<file path="src/design/uart_consts.svh">
`ifndef UART_CONSTS_SVH
`define UART_CONSTS_SVH

// Clock cycles per serial bit, even and at least 4
`define UART_CLKS_PER_BIT 16

// Width of the bit-time counter
`define UART_CNT_WIDTH 8

// Data bits per frame, LSB first on the line
`define UART_DATA_BITS 8

`endif
</file>
<file path="src/design/uart_pkg.sv">
`default_nettype none

package uart_pkg;

`include "uart_consts.svh"

    typedef logic [`UART_DATA_BITS-1:0] byte_t;      // Received data word
    typedef logic [7:0]                 err_count_t; // Wraps at 256
    typedef logic [`UART_CNT_WIDTH-1:0] bit_count_t; // Position inside one bit time
    typedef logic [2:0]                 bit_index_t; // Current data bit

    // Receiver frame states
    typedef enum logic [2:0] {
        st_idle,
        st_start,
        st_data,
        st_parity,
        st_stop
    } rx_state_t;

endpackage

`default_nettype wire

</file>
<file path="src/design/uart_rx_top.sv">
`timescale 1ns/10ps
`default_nettype none

module uart_rx_top
    import uart_pkg::*;
(
    input  wire        clk,
    input  wire        reset,
    input  wire        rx,
    output byte_t      data,
    output logic       byte_valid,
    output logic       parity_error,
    output logic       framing_error,
    output err_count_t parity_err_count,
    output err_count_t frame_err_count
);

    logic  sample_strobe;
    logic  sample_bit;
    logic  frame_start;
    logic  frame_end;
    logic  stop_ok;
    logic  parity_odd;
    byte_t frame_data;

    // Bit timing and frame sequencing
    rx_frame u_frame (
        .clk           (clk),
        .reset         (reset),
        .rx            (rx),
        .sample_strobe (sample_strobe),
        .sample_bit    (sample_bit),
        .frame_start   (frame_start),
        .frame_end     (frame_end),
        .stop_ok       (stop_ok),
        .frame_data    (frame_data)
    );

    parity_tracker u_parity (
        .clk           (clk),
        .reset         (reset),
        .frame_start   (frame_start),
        .sample_strobe (sample_strobe),
        .sample_bit    (sample_bit),
        .parity_odd    (parity_odd)
    );

    // Registered byte, flags and counters
    rx_result u_result (
        .clk              (clk),
        .reset            (reset),
        .frame_end        (frame_end),
        .stop_ok          (stop_ok),
        .parity_odd       (parity_odd),
        .frame_data       (frame_data),
        .data             (data),
        .byte_valid       (byte_valid),
        .parity_error     (parity_error),
        .framing_error    (framing_error),
        .parity_err_count (parity_err_count),
        .frame_err_count  (frame_err_count)
    );

endmodule

`default_nettype wire

</file>
<file path="src/design/rx_result.sv">
`timescale 1ns/10ps
`default_nettype none

module rx_result
    import uart_pkg::*;
(
    input  wire        clk,
    input  wire        reset,
    input  wire        frame_end,
    input  wire        stop_ok,
    input  wire        parity_odd,
    input  byte_t      frame_data,
    output byte_t      data,
    output logic       byte_valid,
    output logic       parity_error,
    output logic       framing_error,
    output err_count_t parity_err_count,
    output err_count_t frame_err_count
);

    // Result registers, loaded once per frame
    always_ff @(posedge clk or posedge reset) begin
        if (reset) begin
            data          <= '0;
            byte_valid    <= 1'b0;
            parity_error  <= 1'b0;
            framing_error <= 1'b0;
        end else begin
            byte_valid <= frame_end;  // One-cycle strobe
            if (frame_end) begin
                data          <= frame_data;
                parity_error  <= parity_odd;  // Odd total breaks even parity
                framing_error <= ~stop_ok;
            end
        end
    end

    // Error counters wrap at 256
    always_ff @(posedge clk or posedge reset) begin
        if (reset) begin
            parity_err_count <= '0;
            frame_err_count  <= '0;
        end else if (frame_end) begin
            if (parity_odd) begin
                parity_err_count <= parity_err_count + 1'b1;
            end
            if (!stop_ok) begin
                frame_err_count <= frame_err_count + 1'b1;
            end
        end
    end

endmodule

`default_nettype wire

</file>
<file path="src/design/parity_tracker.sv">
`timescale 1ns/10ps
`default_nettype none

module parity_tracker (
    input  wire  clk,
    input  wire  reset,
    input  wire  frame_start,
    input  wire  sample_strobe,
    input  wire  sample_bit,
    output logic parity_odd
);

    // Running XOR of every strobed bit in the current frame.
    // With even parity the total over data and parity bits should be 0.
    always_ff @(posedge clk or posedge reset) begin
        if (reset) begin
            parity_odd <= 1'b0;
        end else if (frame_start) begin
            parity_odd <= 1'b0;          // New frame
        end else if (sample_strobe && sample_bit) begin
            parity_odd <= ~parity_odd;
        end
    end

endmodule

`default_nettype wire

</file>
<file path="src/design/rx_frame.sv">
`timescale 1ns/10ps
`default_nettype none

`include "uart_consts.svh"

module rx_frame
    import uart_pkg::*;
(
    input  wire   clk,
    input  wire   reset,
    input  wire   rx,
    output logic  sample_strobe,
    output logic  sample_bit,
    output logic  frame_start,
    output logic  frame_end,
    output logic  stop_ok,
    output byte_t frame_data
);

    // Sample points inside a bit time
    localparam bit_count_t half_bit = bit_count_t'(`UART_CLKS_PER_BIT / 2 - 1);
    localparam bit_count_t full_bit = bit_count_t'(`UART_CLKS_PER_BIT - 1);
    localparam bit_index_t last_bit = bit_index_t'(`UART_DATA_BITS - 1);

    logic       rx_meta;
    logic       rx_sync;
    logic       rx_prev;
    logic       fall;
    logic       mid_start;
    logic       bit_done;
    rx_state_t  state;
    bit_count_t bit_cnt;
    bit_index_t bit_idx;

    // Two-flop synchronizer, line idles high
    always_ff @(posedge clk or posedge reset) begin
        if (reset) begin
            rx_meta <= 1'b1;
            rx_sync <= 1'b1;
            rx_prev <= 1'b1;
        end else begin
            rx_meta <= rx;
            rx_sync <= rx_meta;
            rx_prev <= rx_sync;  // Edge detect only
        end
    end

    assign fall      = rx_prev & ~rx_sync;
    assign mid_start = (state == st_start) && (bit_cnt == half_bit);
    assign bit_done  = (state != st_start) && (bit_cnt == full_bit);

    // Bit-time counter, restarts at every sample point
    always_ff @(posedge clk or posedge reset) begin
        if (reset) begin
            bit_cnt <= '0;
        end else if (state == st_idle || mid_start || bit_done) begin
            bit_cnt <= '0;
        end else begin
            bit_cnt <= bit_cnt + 1'b1;
        end
    end

    // Frame state machine
    always_ff @(posedge clk or posedge reset) begin
        if (reset) begin
            state   <= st_idle;
            bit_idx <= '0;
        end else begin
            case (state)
                st_idle: begin
                    if (fall) begin
                        state <= st_start;
                    end
                end

                st_start: begin
                    if (mid_start) begin
                        if (!rx_sync) begin
                            state   <= st_data;
                            bit_idx <= '0;
                        end else begin
                            state <= st_idle;  // Glitch, drop the frame
                        end
                    end
                end

                st_data: begin
                    if (bit_done) begin
                        if (bit_idx == last_bit) begin
                            state <= st_parity;
                        end else begin
                            bit_idx <= bit_idx + 1'b1;
                        end
                    end
                end

                st_parity: begin
                    if (bit_done) begin
                        state <= st_stop;
                    end
                end

                st_stop: begin
                    // Back to idle at mid stop bit, ready for the next edge
                    if (bit_done) begin
                        state <= st_idle;
                    end
                end

                default: begin
                    state <= st_idle;
                end
            endcase
        end
    end

    // Strobes to the parity tracker and the result stage
    always_comb begin
        frame_start   = mid_start && !rx_sync;
        sample_strobe = bit_done && (state == st_data || state == st_parity);
        frame_end     = bit_done && (state == st_stop);
    end

    assign sample_bit = rx_sync;
    assign stop_ok    = rx_sync;  // Only meaningful with frame_end

    // Data shift register, LSB arrives first
    always_ff @(posedge clk) begin
        if (bit_done && state == st_data) begin
            frame_data <= {rx_sync, frame_data[`UART_DATA_BITS-1:1]};
        end
    end

endmodule

`default_nettype wire

</file>
<file path="config.mk">
export PLATFORM = sky130hd
export DESIGN_NAME = uart_rx_top
export DESIGN_NICKNAME = d
export VERILOG_FILES = /design/src/design/uart_pkg.sv /design/src/design/uart_rx_top.sv /design/src/design/rx_result.sv /design/src/design/parity_tracker.sv /design/src/design/rx_frame.sv
export VERILOG_INCLUDE_DIRS = /design/src /design/src/design
export SDC_FILE = /design/constraint.sdc
export NUM_CORES = 1
export LEC_CHECK = 0
export BUFFER_PORTS_ARGS = -buffer_cell sky130_fd_sc_hd__buf_2
export CAP_MARGIN = 0
export CORE_MARGIN = 3
export CORE_UTILIZATION = 30
export CTS_BUF_LIST = sky130_fd_sc_hd__clkbuf_8
export DETAILED_ROUTE_END_ITERATION = 8
export PLACE_DENSITY = 0.43
export SLEW_MARGIN = 10
export SYNTH_ARGS = -nofsm -noshare
export SYNTH_HDL_FRONTEND = slang
export SYNTH_HIERARCHICAL = 1
export SYNTH_SLANG_ARGS = --single-unit
</file>
<file path="constraint.sdc">
create_clock -name clk -period 2.71 [get_ports clk]
set_clock_uncertainty 0.05 [all_clocks]
set_input_delay 0.271 -clock clk [delete_from_list [all_inputs] [get_ports clk]]
set_output_delay 0.271 -clock clk [all_outputs]
set_load 0.005 [all_outputs]
</file>
==> results by group, run 1 <==
Status
  • Outcome: finished clean

Setup path
  • Cell family with most CP delay: simple AND/OR/NAND/NOR gates
  • Worst R2R Start: u_frame/bit_cnt[0]
  • Reg2reg end: u_result/data[2]
  • Critical Path Slowest Stage Cell: dfrtp_1
  • Cells on worst reg2reg path: 6
  • CP Launch Type: flip-flop
  • Worst path max stage delay: 0.39 ns
  • CP Cell Sequence: ha_1 -> nor3b_4 -> and3_1 -> and4_1 -> buf_4 -> mux2_2
  • Required @ worst endpoint: 2.86 ns
  • Internal reg-to-reg setup slack: 0.49 ns
  • CP Max Fanout: 10
  • Crit. End Element: flip-flop
  • Worst Setup Path Type: reg2reg
  • Critical path buffers and inverters: 1
  • CP Data Arrival Time: 2.37 ns

Die
  • Die ar.: 8740 sq um
  • Boundary Pins: 30
  • Row count: 31
  • Die Ht: 93.5 microns
  • Die W: 93.5 microns
  • Initial Util: 0.313
  • Core ar.: 7330 sq um

STA
  • Slew headroom: 0.538
  • Setup ws final: 0.490 ns
  • Max-slew violations: 0
  • Setup_tns: 0 ns
  • Actual slew at the worst max-slew pin: 0.692 ns
  • Post-route minimum period: 2.22 ns
  • Hold Vio Cnt, Final: 0
  • Final Setup Violations: 0
  • Highest Clock Rate: 451 MHz
  • Period utilization: 0.819
  • RSZ-0062 raised after global routing: false

Synth
  • Post-Syn Area: 2300 sq um
  • Largest family of logic cells by synthesized area: simple AND/OR/NAND/NOR gates
  • Top cells by area, synth: dfrtp_1, edfxtp_1, xnor2_1, mux2_2, dfstp_2
  • Post-Synth XOR/XNOR Area: 0.0801
  • Yosys top cell area share: 0.458
  • Yosys cell types: 41
  • Synth Area in Compound Gates: 0.0632
  • Syn Nets: 189
  • Post-Synth Adder-Cell Area: 0.0272
  • #FFs+latches synth: 53
  • Post-synthesis sequential area ratio: 0.597
  • Mapped Cells: 181
  • Yosys warns: 6
  • Syn_area_per_cell: 12.7 sq um
  • Post-Synth Simple-Gate Area: 0.136
  • Cell accounting for the most synthesized area: dfrtp_1
  • Mux contribution to synthesized area: 0.0556

Clock network
  • Num CTS Buffers: 5
  • H-tree depth: 2
  • CTS Root Cell: clkbuf_8
  • CTS max path bufs: 2
  • CTS clk-pin slew, worst paths: 0.10 ns
  • Clock latency on the worst-skew pair: 0.31 ns
  • Clk sinks: 53
  • CTS tree: done

Final layout
  • Final std cells w/o fill: 317
  • Area grow syn2layout: 15.9%
  • Layout cells sized above 1: 0.289
  • Most frequent cells in the layout: dfrtp_1, buf_2, nor2_1, xnor2_1, inv_1
  • Nets: 225
  • Most common cell after layout, fill and taps aside: dfrtp_1
  • Antenna Cells: 0

Global route
  • Total track usage: 0.106
  • GRT Residual Overflow: 0
  • Largest net degree at the start of global routing: 28
  • Vias in the first global route: 1,470
  • Antenna violations before repair: 0
  • Global-route wire length before repair: 7270 microns

Placed design
  • IO Port Bufs: 29
  • Pre-CTS setup slack: 0.485 ns
  • RePlAce Congestion: 0.737
  • Dpl hpwl: 2990 microns
  • Cell count after placement: 307

Detailed routing
  • Via count: 1,485
  • Drt wl/cell: 13.6 microns
  • Number of remaining DRC errors: 0
  • Initial DRC Count: 66
  • Final ANT Viol Nets: 0
  • Post-Route WL: 4310 microns
  • Iteration count of the initial detailed-routing pass: 4
  • Vias per inst: 4.68

Power and ir drop
  • Clock power share: 0.286
  • Maximum vdd drop: 0.000282 V
  • Net Sw Power: 483 uW
  • Comb power frac: 0.160
  • Pwr dens: 615 nW/um^2
  • Sw Ratio: 0.295
  • Fraction of power consumed by sequential logic: 0.554
  • P_int: 1150 uW
  • LEAKAGE: 0.00127 uW

Hold path
  • HP Class: in2async

Run
  • Max cap viols: 0
## worst max path at each step
stage	endpoint	slack (ns)	depth (start not counted)	startpoint
6_report	u_result/data[2]	0.49	6	u_frame/bit_cnt[0]
5_1_grt	u_result/data[2]	0.33	6	u_frame/bit_cnt[0]
4_1_cts	u_result/data[2]	0.47	6	u_frame/bit_cnt[0]
3_5_place_dp	u_result/data[2]	0.49	6	u_frame/bit_cnt[0]
3_3_place_gp	u_result/data[0]	0.55	6	u_frame/bit_cnt[0]
2_1_floorplan	u_result/data[0]	0.59	8	u_frame/bit_cnt[0]
## Yosys cell counts (all sizes together)
library cell / n
a211oi: 1
a21bo: 1
a21o: 1
a21oi: 2
a31oi: 1
a32oi: 1
a41o: 1
and2: 1
and2b: 1
and3: 4
and4: 2
and4b: 1
buf: 6
dfrtp: 42
dfstp: 3
edfxtp: 8
ha: 5
inv: 12
mux2: 11
nand2: 7
nand2b: 1
nand3: 6
nand3b: 2
nand4: 10
nor2: 14
nor3: 2
nor3b: 1
nor4b: 1
o21ai: 4
o22ai: 1
o31a: 1
o31ai: 4
o32a: 1
or3: 1
xnor2: 14
xor2: 7
## worst reg2reg max path, cell delays in order, from the launching register on
cell,delay [ns]
dfrtp_1,0.39
ha_1,0.24
nor3b_4,0.25
and3_1,0.21
and4_1,0.38
buf_4,0.25
mux2_2,0.35
## registers in the layout, summed over array words and instances, names as in the netlist, 3 cells and up
register,flops
u_result/frame_err_count,8
u_frame/bit_idx,3
u_result/data,8
u_frame/frame_data,8
u_result/parity_err_count,8
u_frame/bit_cnt,8
u_frame/state,3
## per-layer routing
layer | global-route usage | vias up | wire length [microns]
li1 | - | 702 | -
met4 | 0.0415 | 0 | 69
met1 | 0.140 | 734 | 1990
met5 | 0 | - | 0
met2 | 0.164 | 40 | 2030
met3 | 0.0282 | 9 | 217
## final cells by class
type	count	area [sq um]
clock inverters	3	26.3
inverters	12	45.0
flip-flops and latches	53	1370
repair buffers	35	195
clock buffers	5	68.8
fillers	733	4670
multi-input cells	110	831
well taps	99	124
## stage by stage
| stage | cell area, sq um | utilization | hold WS [ns] | total power [uW] |
|---|---|---|---|---|
| after floorplan | 2300 | - | -0.0503 | 1130 |
| after global placement | 2540 | 0.347 | 0.0826 | 1180 |
| after detailed placement | 2540 | 0.347 | 0.0826 | 1180 |
| after CTS | 2660 | 0.363 | 0.293 | 1660 |
| after global routing | 2660 | 0.363 | 0.296 | 1740 |
| final | 2660 | 0.363 | 0.300 | 1630 |
## cells by family after synthesis
| family | count (synthesis) |
|---|---|
| AO/OA/AOI/OAI | 19 |
| XOR/XNOR | 21 |
| adder cells (fa/ha/maj) | 5 |
| buffers and inverters | 18 |
| flip-flops | 53 |
| multiplexers | 11 |
| AND/OR/NAND/NOR | 54 |
## repair_timing
action                    CTS  global route
buffers inserted            0             0
gates resized for setup     0             0
hold endpoints to repair   29             0
hold buffers                2             0
## power by group through the flow
stage / clock network [uW] / registers [uW] / logic [uW]
final: 468 / 905 / 261
after global routing: 527 / 913 / 300
after CTS: 492 / 905 / 263
after detailed placement: 0 / 920 / 258
after global placement: 0 / 921 / 262
after floorplan: 0 / 896 / 233
(Power assumes the default switching activity.)
==> inputs of run 2 (changes only) <==
--- a/config.mk
+++ b/config.mk
@@ -6,13 +6,14 @@
 export SDC_FILE = /design/constraint.sdc
 export NUM_CORES = 1
 export LEC_CHECK = 0
+export ABC_AREA = 1
 export BUFFER_PORTS_ARGS = -buffer_cell sky130_fd_sc_hd__buf_2
 export CAP_MARGIN = 0
 export CORE_MARGIN = 3
 export CORE_UTILIZATION = 30
 export CTS_BUF_LIST = sky130_fd_sc_hd__clkbuf_8
 export DETAILED_ROUTE_END_ITERATION = 8
-export PLACE_DENSITY = 0.43
+export PLACE_DENSITY = 0.44
 export SLEW_MARGIN = 10
 export SYNTH_ARGS = -nofsm -noshare
 export SYNTH_HDL_FRONTEND = slang
==> constraint.sdc (replaced) <==
create_clock -name clk -period 2 [get_ports clk]
set_clock_uncertainty 0.05 [all_clocks]
set_input_delay 0.2 -clock clk [delete_from_list [all_inputs] [get_ports clk]]
set_output_delay 0.2 -clock clk [all_outputs]
set_load 0.005 [all_outputs]
==> run 2 against run 1 <==
  * Wire length up 0.44%
  * Global-route usage down 0.82 points
  * Critical path type unchanged
  * First-iteration DRC count down 3.0%
  * Combinational power up 37%
==> results by group, run 2 <==
Status
  • Outcome: finished clean

Final layout
  • Antenna Cells: 0 (unchanged)
  • Final core area utilization: 0.370 (+0.00722)
  • Layout cells sized above 1: 0.310 (+0.0206)
  • Nets: 288 (+28%)
  • Final std cells w/o fill: 383 (+21%)
  • Most frequent cells in the layout: nand2_1, dfrtp_1, inv_1
  • Area grow syn2layout: 17.2%
  • Most common cell after layout, fill and taps aside: nand2_1

Synth
  • Syn_area_per_cell: 10.4 sq um (-18%)
  • Synth Area in Compound Gates: 0.0131 (-0.0502)
  • Syn Nets: 247 (+31%)
  • Post-synthesis sequential area ratio: 0.550 (-0.0468)
  • Synth cell count leaders: nand2_1, dfrtp_1, inv_1
  • Top cells by area, synth: dfrtp_1, edfxtp_1, nand2_1, mux2_4, inv_1
  • Post-Synth Simple-Gate Area: 0.257 (+0.121)
  • Count leader, synth: nand2_1
  • Post-Synth XOR/XNOR Area: 0.0316 (-0.0485)
  • Mapped Cells: 239 (+32%)
  • Yosys warns: 6 (unchanged)
  • Cell accounting for the most synthesized area: dfrtp_1
  • Post-Synth Adder-Cell Area: 0.0251 (-0.00213)
  • Async SR Flop Fraction: 0.849 (unchanged)
  • #FFs+latches synth: 53 (unchanged)
  • Yosys top cell area share: 0.422 (-0.0359)
  • Largest family of logic cells by synthesized area: simple AND/OR/NAND/NOR gates
  • Post-Syn Area: 2490 sq um (+8.5%)
  • Mux contribution to synthesized area: 0.0603 (+0.00469)
  • Yosys cell types: 25 (-39%)
  • Main synth FF type: dfrtp_1
  • Post-synth EDFFs: 8 (unchanged)

Setup path
  • CP Data Arrival Time: 1.91 ns (-0.46 ns)
  • Required @ worst endpoint: 2.15 ns (-0.71 ns)
  • CP Launch Type: flip-flop
  • Critical path buffers and inverters: 3 (+2)
  • Crit path depth: 8 (+2)
  • Critical Path Slowest Stage Cell: dfrtp_1
  • Cell family with most CP delay: flip-flops
  • CP Cell Sequence: ha_2 -> nand3_2 -> nor2_2 -> inv_1 -> nor2_2 -> buf_12 -> buf_4 -> mux2_4
  • Crit. End Element: flip-flop
  • CP most frequent cell: nor2_2
  • Cells on worst reg2reg path: 8 (+2)
  • Worst path max stage delay: 0.39 ns (about the same)
  • CP Max Fanout: 9 (-1)
  • Worst Setup Path Type: reg2reg

Power and ir drop
  • Pwr dens: 761 nW/um^2 (+24%)
  • Maximum vdd drop: 0.000338 V (+20%)
  • LEAKAGE: 0.00151 uW (+18%)

STA
  • Hold Vio Cnt, Final: 0 (unchanged)
  • Final Setup Violations: 0 (unchanged)
  • Highest Clock Rate: 570 MHz (+26%)
  • Period utilization: 0.878 (+0.0587)
  • RSZ-0062 raised after global routing: false
  • Slew headroom: 0.561 (+0.0221)
  • Setup ws final: 0.244 ns (-0.246 ns)
  • Actual slew at the worst max-slew pin: 0.658 ns (-0.0331 ns)
  • Post-route minimum period: 1.76 ns (-0.464 ns)
  • Setup_tns: 0 ns (unchanged)
  • Max-slew violations: 0 (unchanged)

Clock network
  • Clock latency on the worst-skew pair: 0.31 ns (about the same)
  • H-tree depth: 2 (unchanged)
  • CTS max path bufs: 2 (unchanged)
  • CTS tree: done
  • CTS clk-pin slew, worst paths: 0.11 ns (about the same)
  • CTS Root Cell: clkbuf_8
  • Clk sinks: 53 (unchanged)
  • Num CTS Buffers: 5 (unchanged)

Hold path
  • HP Class: in2async

Detailed routing
  • Iteration count of the initial detailed-routing pass: 4 (unchanged)
  • Vias per inst: 4.25 (-9.4%)
  • Initial DRC Count: 64 (-3.0%)
  • Drt wl/cell: 11.3 microns (-17%)
  • Via count: 1,626 (+9.5%)
  • Post-Route WL: 4330 microns (+0.44%)
  • Final ANT Viol Nets: 0 (unchanged)
  • Number of remaining DRC errors: 0 (unchanged)

Global route
  • Global-route wire length before repair: 7650 microns (+5.3%)
  • GRT Residual Overflow: 0 (unchanged)
  • Antenna violations before repair: 0 (unchanged)
  • Vias in the first global route: 1,625 (+11%)
  • Total track usage: 0.0976 (-0.00825)
  • Largest net degree at the start of global routing: 28 (unchanged)

Run
  • Max cap viols: 0 (unchanged)

Die
  • Die W: 97.1 microns (+3.9%)
  • Initial Util: 0.316 (+0.00264)
  • Die ar.: 9430 sq um (+8.0%)
  • Boundary Pins: 30 (unchanged)
  • Core ar.: 7890 sq um (+7.6%)
  • Row count: 32 (+3.2%)
  • Die Ht: 97.1 microns (+3.9%)

Placed design
  • Pre-CTS setup slack: 0.129 ns (-0.356 ns)
  • IO Port Bufs: 29 (unchanged)
  • Dpl hpwl: 3070 microns (+2.7%)
  • Cell count after placement: 370 (+21%)
  • RePlAce Congestion: 0.816 (+11%)
[run 2: final timing paths]
| path | start | to | slack, ns |
|---|---|---|---|
| worst max-delay path | u_frame/bit_cnt[0] | u_result/data[4] | 0.24 |
| worst min-delay path | reset | u_parity/parity_odd | 0.25 |
| worst max register to register | u_frame/bit_cnt[0] | u_result/data[4] | 0.24 |
| worst min register to register | u_frame/rx_meta | u_frame/sample_bit | 0.32 |
| max in group asynchronous | reset | u_frame/bit_cnt[2] | 0.97 |
| min in group clk | u_frame/rx_meta | u_frame/sample_bit | 0.32 |
[run 2: kinds of logic (layout without fill, tap and decap cells)]
logic type,count (synthesis),count (layout)
fa+ha+maj,5,5
compound gates,6,6
mux,10,10
simple gates,119,119
buf+inv,37,79
flops,53,53
xor+xnor,9,9
[run 2: timing repair]
| item | 4_1_cts | 5_1_grt |
|---|---|---|
| hold buffers | 2 | 0 |
| endpoints found under the setup margin | 0 | 12 |
| setup buffers | 0 | 3 |
| gates resized for setup | 0 | 2 |
| endpoints found under the hold margin | 43 | 0 |
[run 2: where the power goes]
| part | internal [uW] | total (uW) | switching [uW] | leakage [uW] |
|---|---|---|---|---|
| clock network | 266 | 675 | 409 | 0.0000511 |
| registers | 1140 | 1190 | 53.4 | 0.000687 |
| logic | 117 | 358 | 240 | 0.000769 |
[run 2: layout make-up]
class,instances,area [sq um]
Clock buffer,5,68.8
Clock inverter,3,28.8
Fill cell,791,4970
Inverter,34,128
Multi-Input combinational cell,149,973
Sequential cell,53,1370
Tap cell,102,128
Timing Repair Buffer,37,223
[run 2: worst min-delay path: stages]
cell           delay [ns]
dlygate4sd3_1        0.53
buf_2                0.15
inv_1                0.06
[run 2: metal layers]
| layer | routed length (microns) | part of all wire | global-route usage |
|---|---|---|---|
| met5 | 0 | 0 | 0 |
| met4 | 31 | 0.0072 | 0.0259 |
| met3 | 170 | 0.039 | 0.0244 |
| met2 | 2000 | 0.46 | 0.160 |
| met1 | 2120 | 0.49 | 0.129 |
[run 2: stage by stage]
stage	total power, uW	instance area, sq um	hold WS [ns]
finish	2220	2920	0.245
global route	2360	2920	0.239
detailed placement	1560	2770	0.0321
CTS	2260	2890	0.234
floorplan	1490	2490	-0.121
global placement	1570	2770	0.0309
==> inputs of run 3 (changes only) <==
--- a/config.mk
+++ b/config.mk
@@ -6,14 +6,13 @@
 export SDC_FILE = /design/constraint.sdc
 export NUM_CORES = 1
 export LEC_CHECK = 0
-export ABC_AREA = 1
 export BUFFER_PORTS_ARGS = -buffer_cell sky130_fd_sc_hd__buf_2
 export CAP_MARGIN = 0
 export CORE_MARGIN = 3
 export CORE_UTILIZATION = 30
 export CTS_BUF_LIST = sky130_fd_sc_hd__clkbuf_8
 export DETAILED_ROUTE_END_ITERATION = 8
-export PLACE_DENSITY = 0.44
+export PLACE_DENSITY = 0.45
 export SLEW_MARGIN = 10
 export SYNTH_ARGS = -nofsm -noshare
 export SYNTH_HDL_FRONTEND = slang
==> run 3 against run 2 <==
  * Critical path depth shrank 2
  * Global-route usage increased by 0.58 points
  * Worst hold slack got worse by 0.012 ns
  * Register-to-register slack lost 0.13 ns
  * Via count shrank 8.1%
  * Count of clock-buffer cells in the layout unchanged
  * Utilization up 0.80 points
  * Non-clock buffer count is 11 higher
  * Total power rose by 3.9%
  * Largest power group unchanged
  * Fmax decreased by 7.0%
  * First-iteration DRC count down 39%
  * Highest routed layer unchanged
  * Sequential share of layout area grew 2.5 points
==> results by group, run 3 (synthesis results as in run 1) <==
Power and ir drop
  • Maximum vdd drop: 0.000372 V (+10%)
  • Fraction of power consumed by sequential logic: 0.513 (-0.022)
  • LEAKAGE: 0.00135 uW (-11%)
  • Pwr dens: 833 nW/um^2 (+9.4%)
  • Net Sw Power: 668 uW (-5.0%)
  • Sw Ratio: 0.289 (-0.0269)
  • P_int: 1640 uW (+8.0%)
  • Clock power share: 0.278 (-0.026)
  • Total power: 2310 uW (+3.9%)
  • Comb power frac: 0.209 (+0.048)

Final layout
  • Most frequent cells in the layout: dfrtp_1, buf_2, buf_4
  • Antenna Cells: 0 (unchanged)
  • Cell area after layout: 2770 sq um (-5.1%)
  • Layout cells sized above 1: 0.342 (+0.0324)
  • Area grow syn2layout: 20.7%
  • Nets: 238 (-17%)
  • Most common cell after layout, fill and taps aside: dfrtp_1

Setup path
  • CP Launch Type: flip-flop
  • CP Max Fanout: 10 (+1)
  • Worst path max stage delay: 0.36 ns (-0.03 ns)
  • Required @ worst endpoint: 2.16 ns (about the same)
  • CP Data Arrival Time: 2.05 ns (+0.14 ns)
  • Crit. End Element: flip-flop
  • Critical path buffers and inverters: 1 (-2)
  • Cell family with most CP delay: simple AND/OR/NAND/NOR gates
  • Critical Path Slowest Stage Cell: dfrtp_1
  • Worst Setup Path Type: reg2reg
  • CP Cell Sequence: ha_2 -> nor3b_4 -> and3_4 -> and4_4 -> buf_4 -> mux2_2

Die
  • Initial Util: 0.313 (-0.00264)
  • Die Ht: 93.5 microns (-3.8%)
  • Row count: 31 (-3.1%)
  • Boundary Pins: 30 (unchanged)
  • Die W: 93.5 microns (-3.8%)
  • Die ar.: 8740 sq um (-7.4%)
  • Core ar.: 7330 sq um (-7.1%)

Placed design
  • RePlAce Congestion: 0.758 (-7.1%)
  • Dpl hpwl: 3030 microns (-1.2%)
  • Pre-CTS setup slack: -0.0660 ns (-0.195 ns)
  • IO Port Bufs: 29 (unchanged)
  • Placed Area: 2630 sq um (-5.0%)

STA
  • Highest Clock Rate: 530 MHz (-7.0%)
  • RSZ-0062 raised after global routing: true
  • Final Setup Violations: 0 (unchanged)
  • Slew headroom: 0.560 (-0.00100)
  • Max-slew violations: 0 (unchanged)
  • Hold Vio Cnt, Final: 0 (unchanged)
  • Period utilization: 0.943 (+0.0656)
  • Setup_tns: 0 ns (unchanged)
  • Actual slew at the worst max-slew pin: 0.660 ns (+0.00150 ns)
  • Setup ws final: 0.113 ns (-0.131 ns)
  • Post-route minimum period: 1.89 ns (+0.131 ns)

Clock network
  • CTS tree: done
  • CTS Root Cell: clkbuf_8
  • Num CTS Buffers: 5 (unchanged)
  • CTS max path bufs: 2 (unchanged)
  • Clk sinks: 53 (unchanged)
  • Clock latency on the worst-skew pair: 0.31 ns (about the same)
  • CTS clk-pin slew, worst paths: 0.11 ns (about the same)
  • H-tree depth: 2 (unchanged)

Global route
  • GRT Residual Overflow: 0 (unchanged)
  • Total track usage: 0.103 (+0.00585)
  • Vias in the first global route: 1,441 (-11%)
  • Global-route wire length before repair: 7220 microns (-5.7%)
  • Antenna violations before repair: 0 (unchanged)
  • Largest net degree at the start of global routing: 28 (unchanged)

Detailed routing
  • Final ANT Viol Nets: 0 (unchanged)
  • Iteration count of the initial detailed-routing pass: 4 (unchanged)
  • Drt wl/cell: 12.7 microns (+12%)
  • Number of remaining DRC errors: 0 (unchanged)
  • Vias per inst: 4.53 (+6.6%)
  • Initial DRC Count: 39 (-39%)
  • Via count: 1,494 (-8.1%)
  • Post-Route WL: 4180 microns (-3.4%)

Run
  • Max cap viols: 0 (unchanged)

Hold path
  • HP Class: in2async

Status
  • Outcome: finished clean
==> run 3: cell types whose count changed in the layout (fill, tap and decap cells not counted), moves of 6 or more <==
cell,change
nand2_1,-46
inv_1,-22
buf_4,+12
nand3_1,-12
xnor2_1,+10
mux2_2,+9
mux2_4,-8
nand2_2,-6
nand3_2,-6
nor2_2,-6
nor2_4,-6
==> run 3: per-layer routing <==
metal / part of all wire / track usage / vias up
li1: - / - / 739
met1: 0.49 / 0.143 / 723
met2: 0.46 / 0.157 / 27
met3: 0.039 / 0.0249 / 5
met4: 0.012 / 0.0366 / 0
met5: 0 / 0 / -
==> run 3: worst register-to-register path: stages (launching register included) <==
cell	delay, ns
dfrtp_1	0.36
ha_2	0.18
nor3b_4	0.19
and3_4	0.20
and4_4	0.26
buf_4	0.20
mux2_2	0.35
==> run 3: cell type report <==
class / instances / area [sq um]
fill: 725 / 4560
sequential: 53 / 1370
multi-input combinational: 110 / 845
timing repair buffer: 48 / 293
tap: 99 / 124
clock buffer: 5 / 68.8
inverter: 12 / 45.0
clock inverter: 3 / 26.3
==> run 3: path summary, 6_finish.rpt <==
path	start	endpoint	slack [ns]	cells after the start
max	u_frame/bit_cnt[0]	u_result/data[2]	0.11	6
min	reset	u_parity/parity_odd	0.23	3
max reg2reg	u_frame/bit_cnt[0]	u_result/data[2]	0.11	6
min reg2reg	u_frame/rx_meta	u_frame/sample_bit	0.31	0
max in group asynchronous	reset	u_frame/bit_idx[0]	0.98	3
min in group clk	u_frame/rx_meta	u_frame/sample_bit	0.31	0
==> run 3: repair_timing <==
item                       4_1_cts  5_1_grt
buffers inserted                 0        2
hold buffers                     2        0
hold endpoints to repair        43        0
pin swaps                        0        4
gates resized for setup          1        2
setup endpoints to repair       12       17
==> run 3: stage by stage <==
step	instances	hold slack, ns	utilization
2_1_floorplan	181	-0.121	-
3_3_place_gp	318	0.0141	0.359
3_5_place_dp	318	0.0132	0.359
4_1_cts	328	0.227	0.375
5_1_grt	330	0.243	0.378
6_report	330	0.233	0.378
==> run 3: power groups by stage <==
stage	Sequential [uW]	Clock [uW]	Combinational, uW
after global routing	1190	736	550
after detailed placement	1200	0	473
after CTS	1180	677	476
after global placement	1200	0	477
after floorplan	1210	0	318
final	1180	642	482
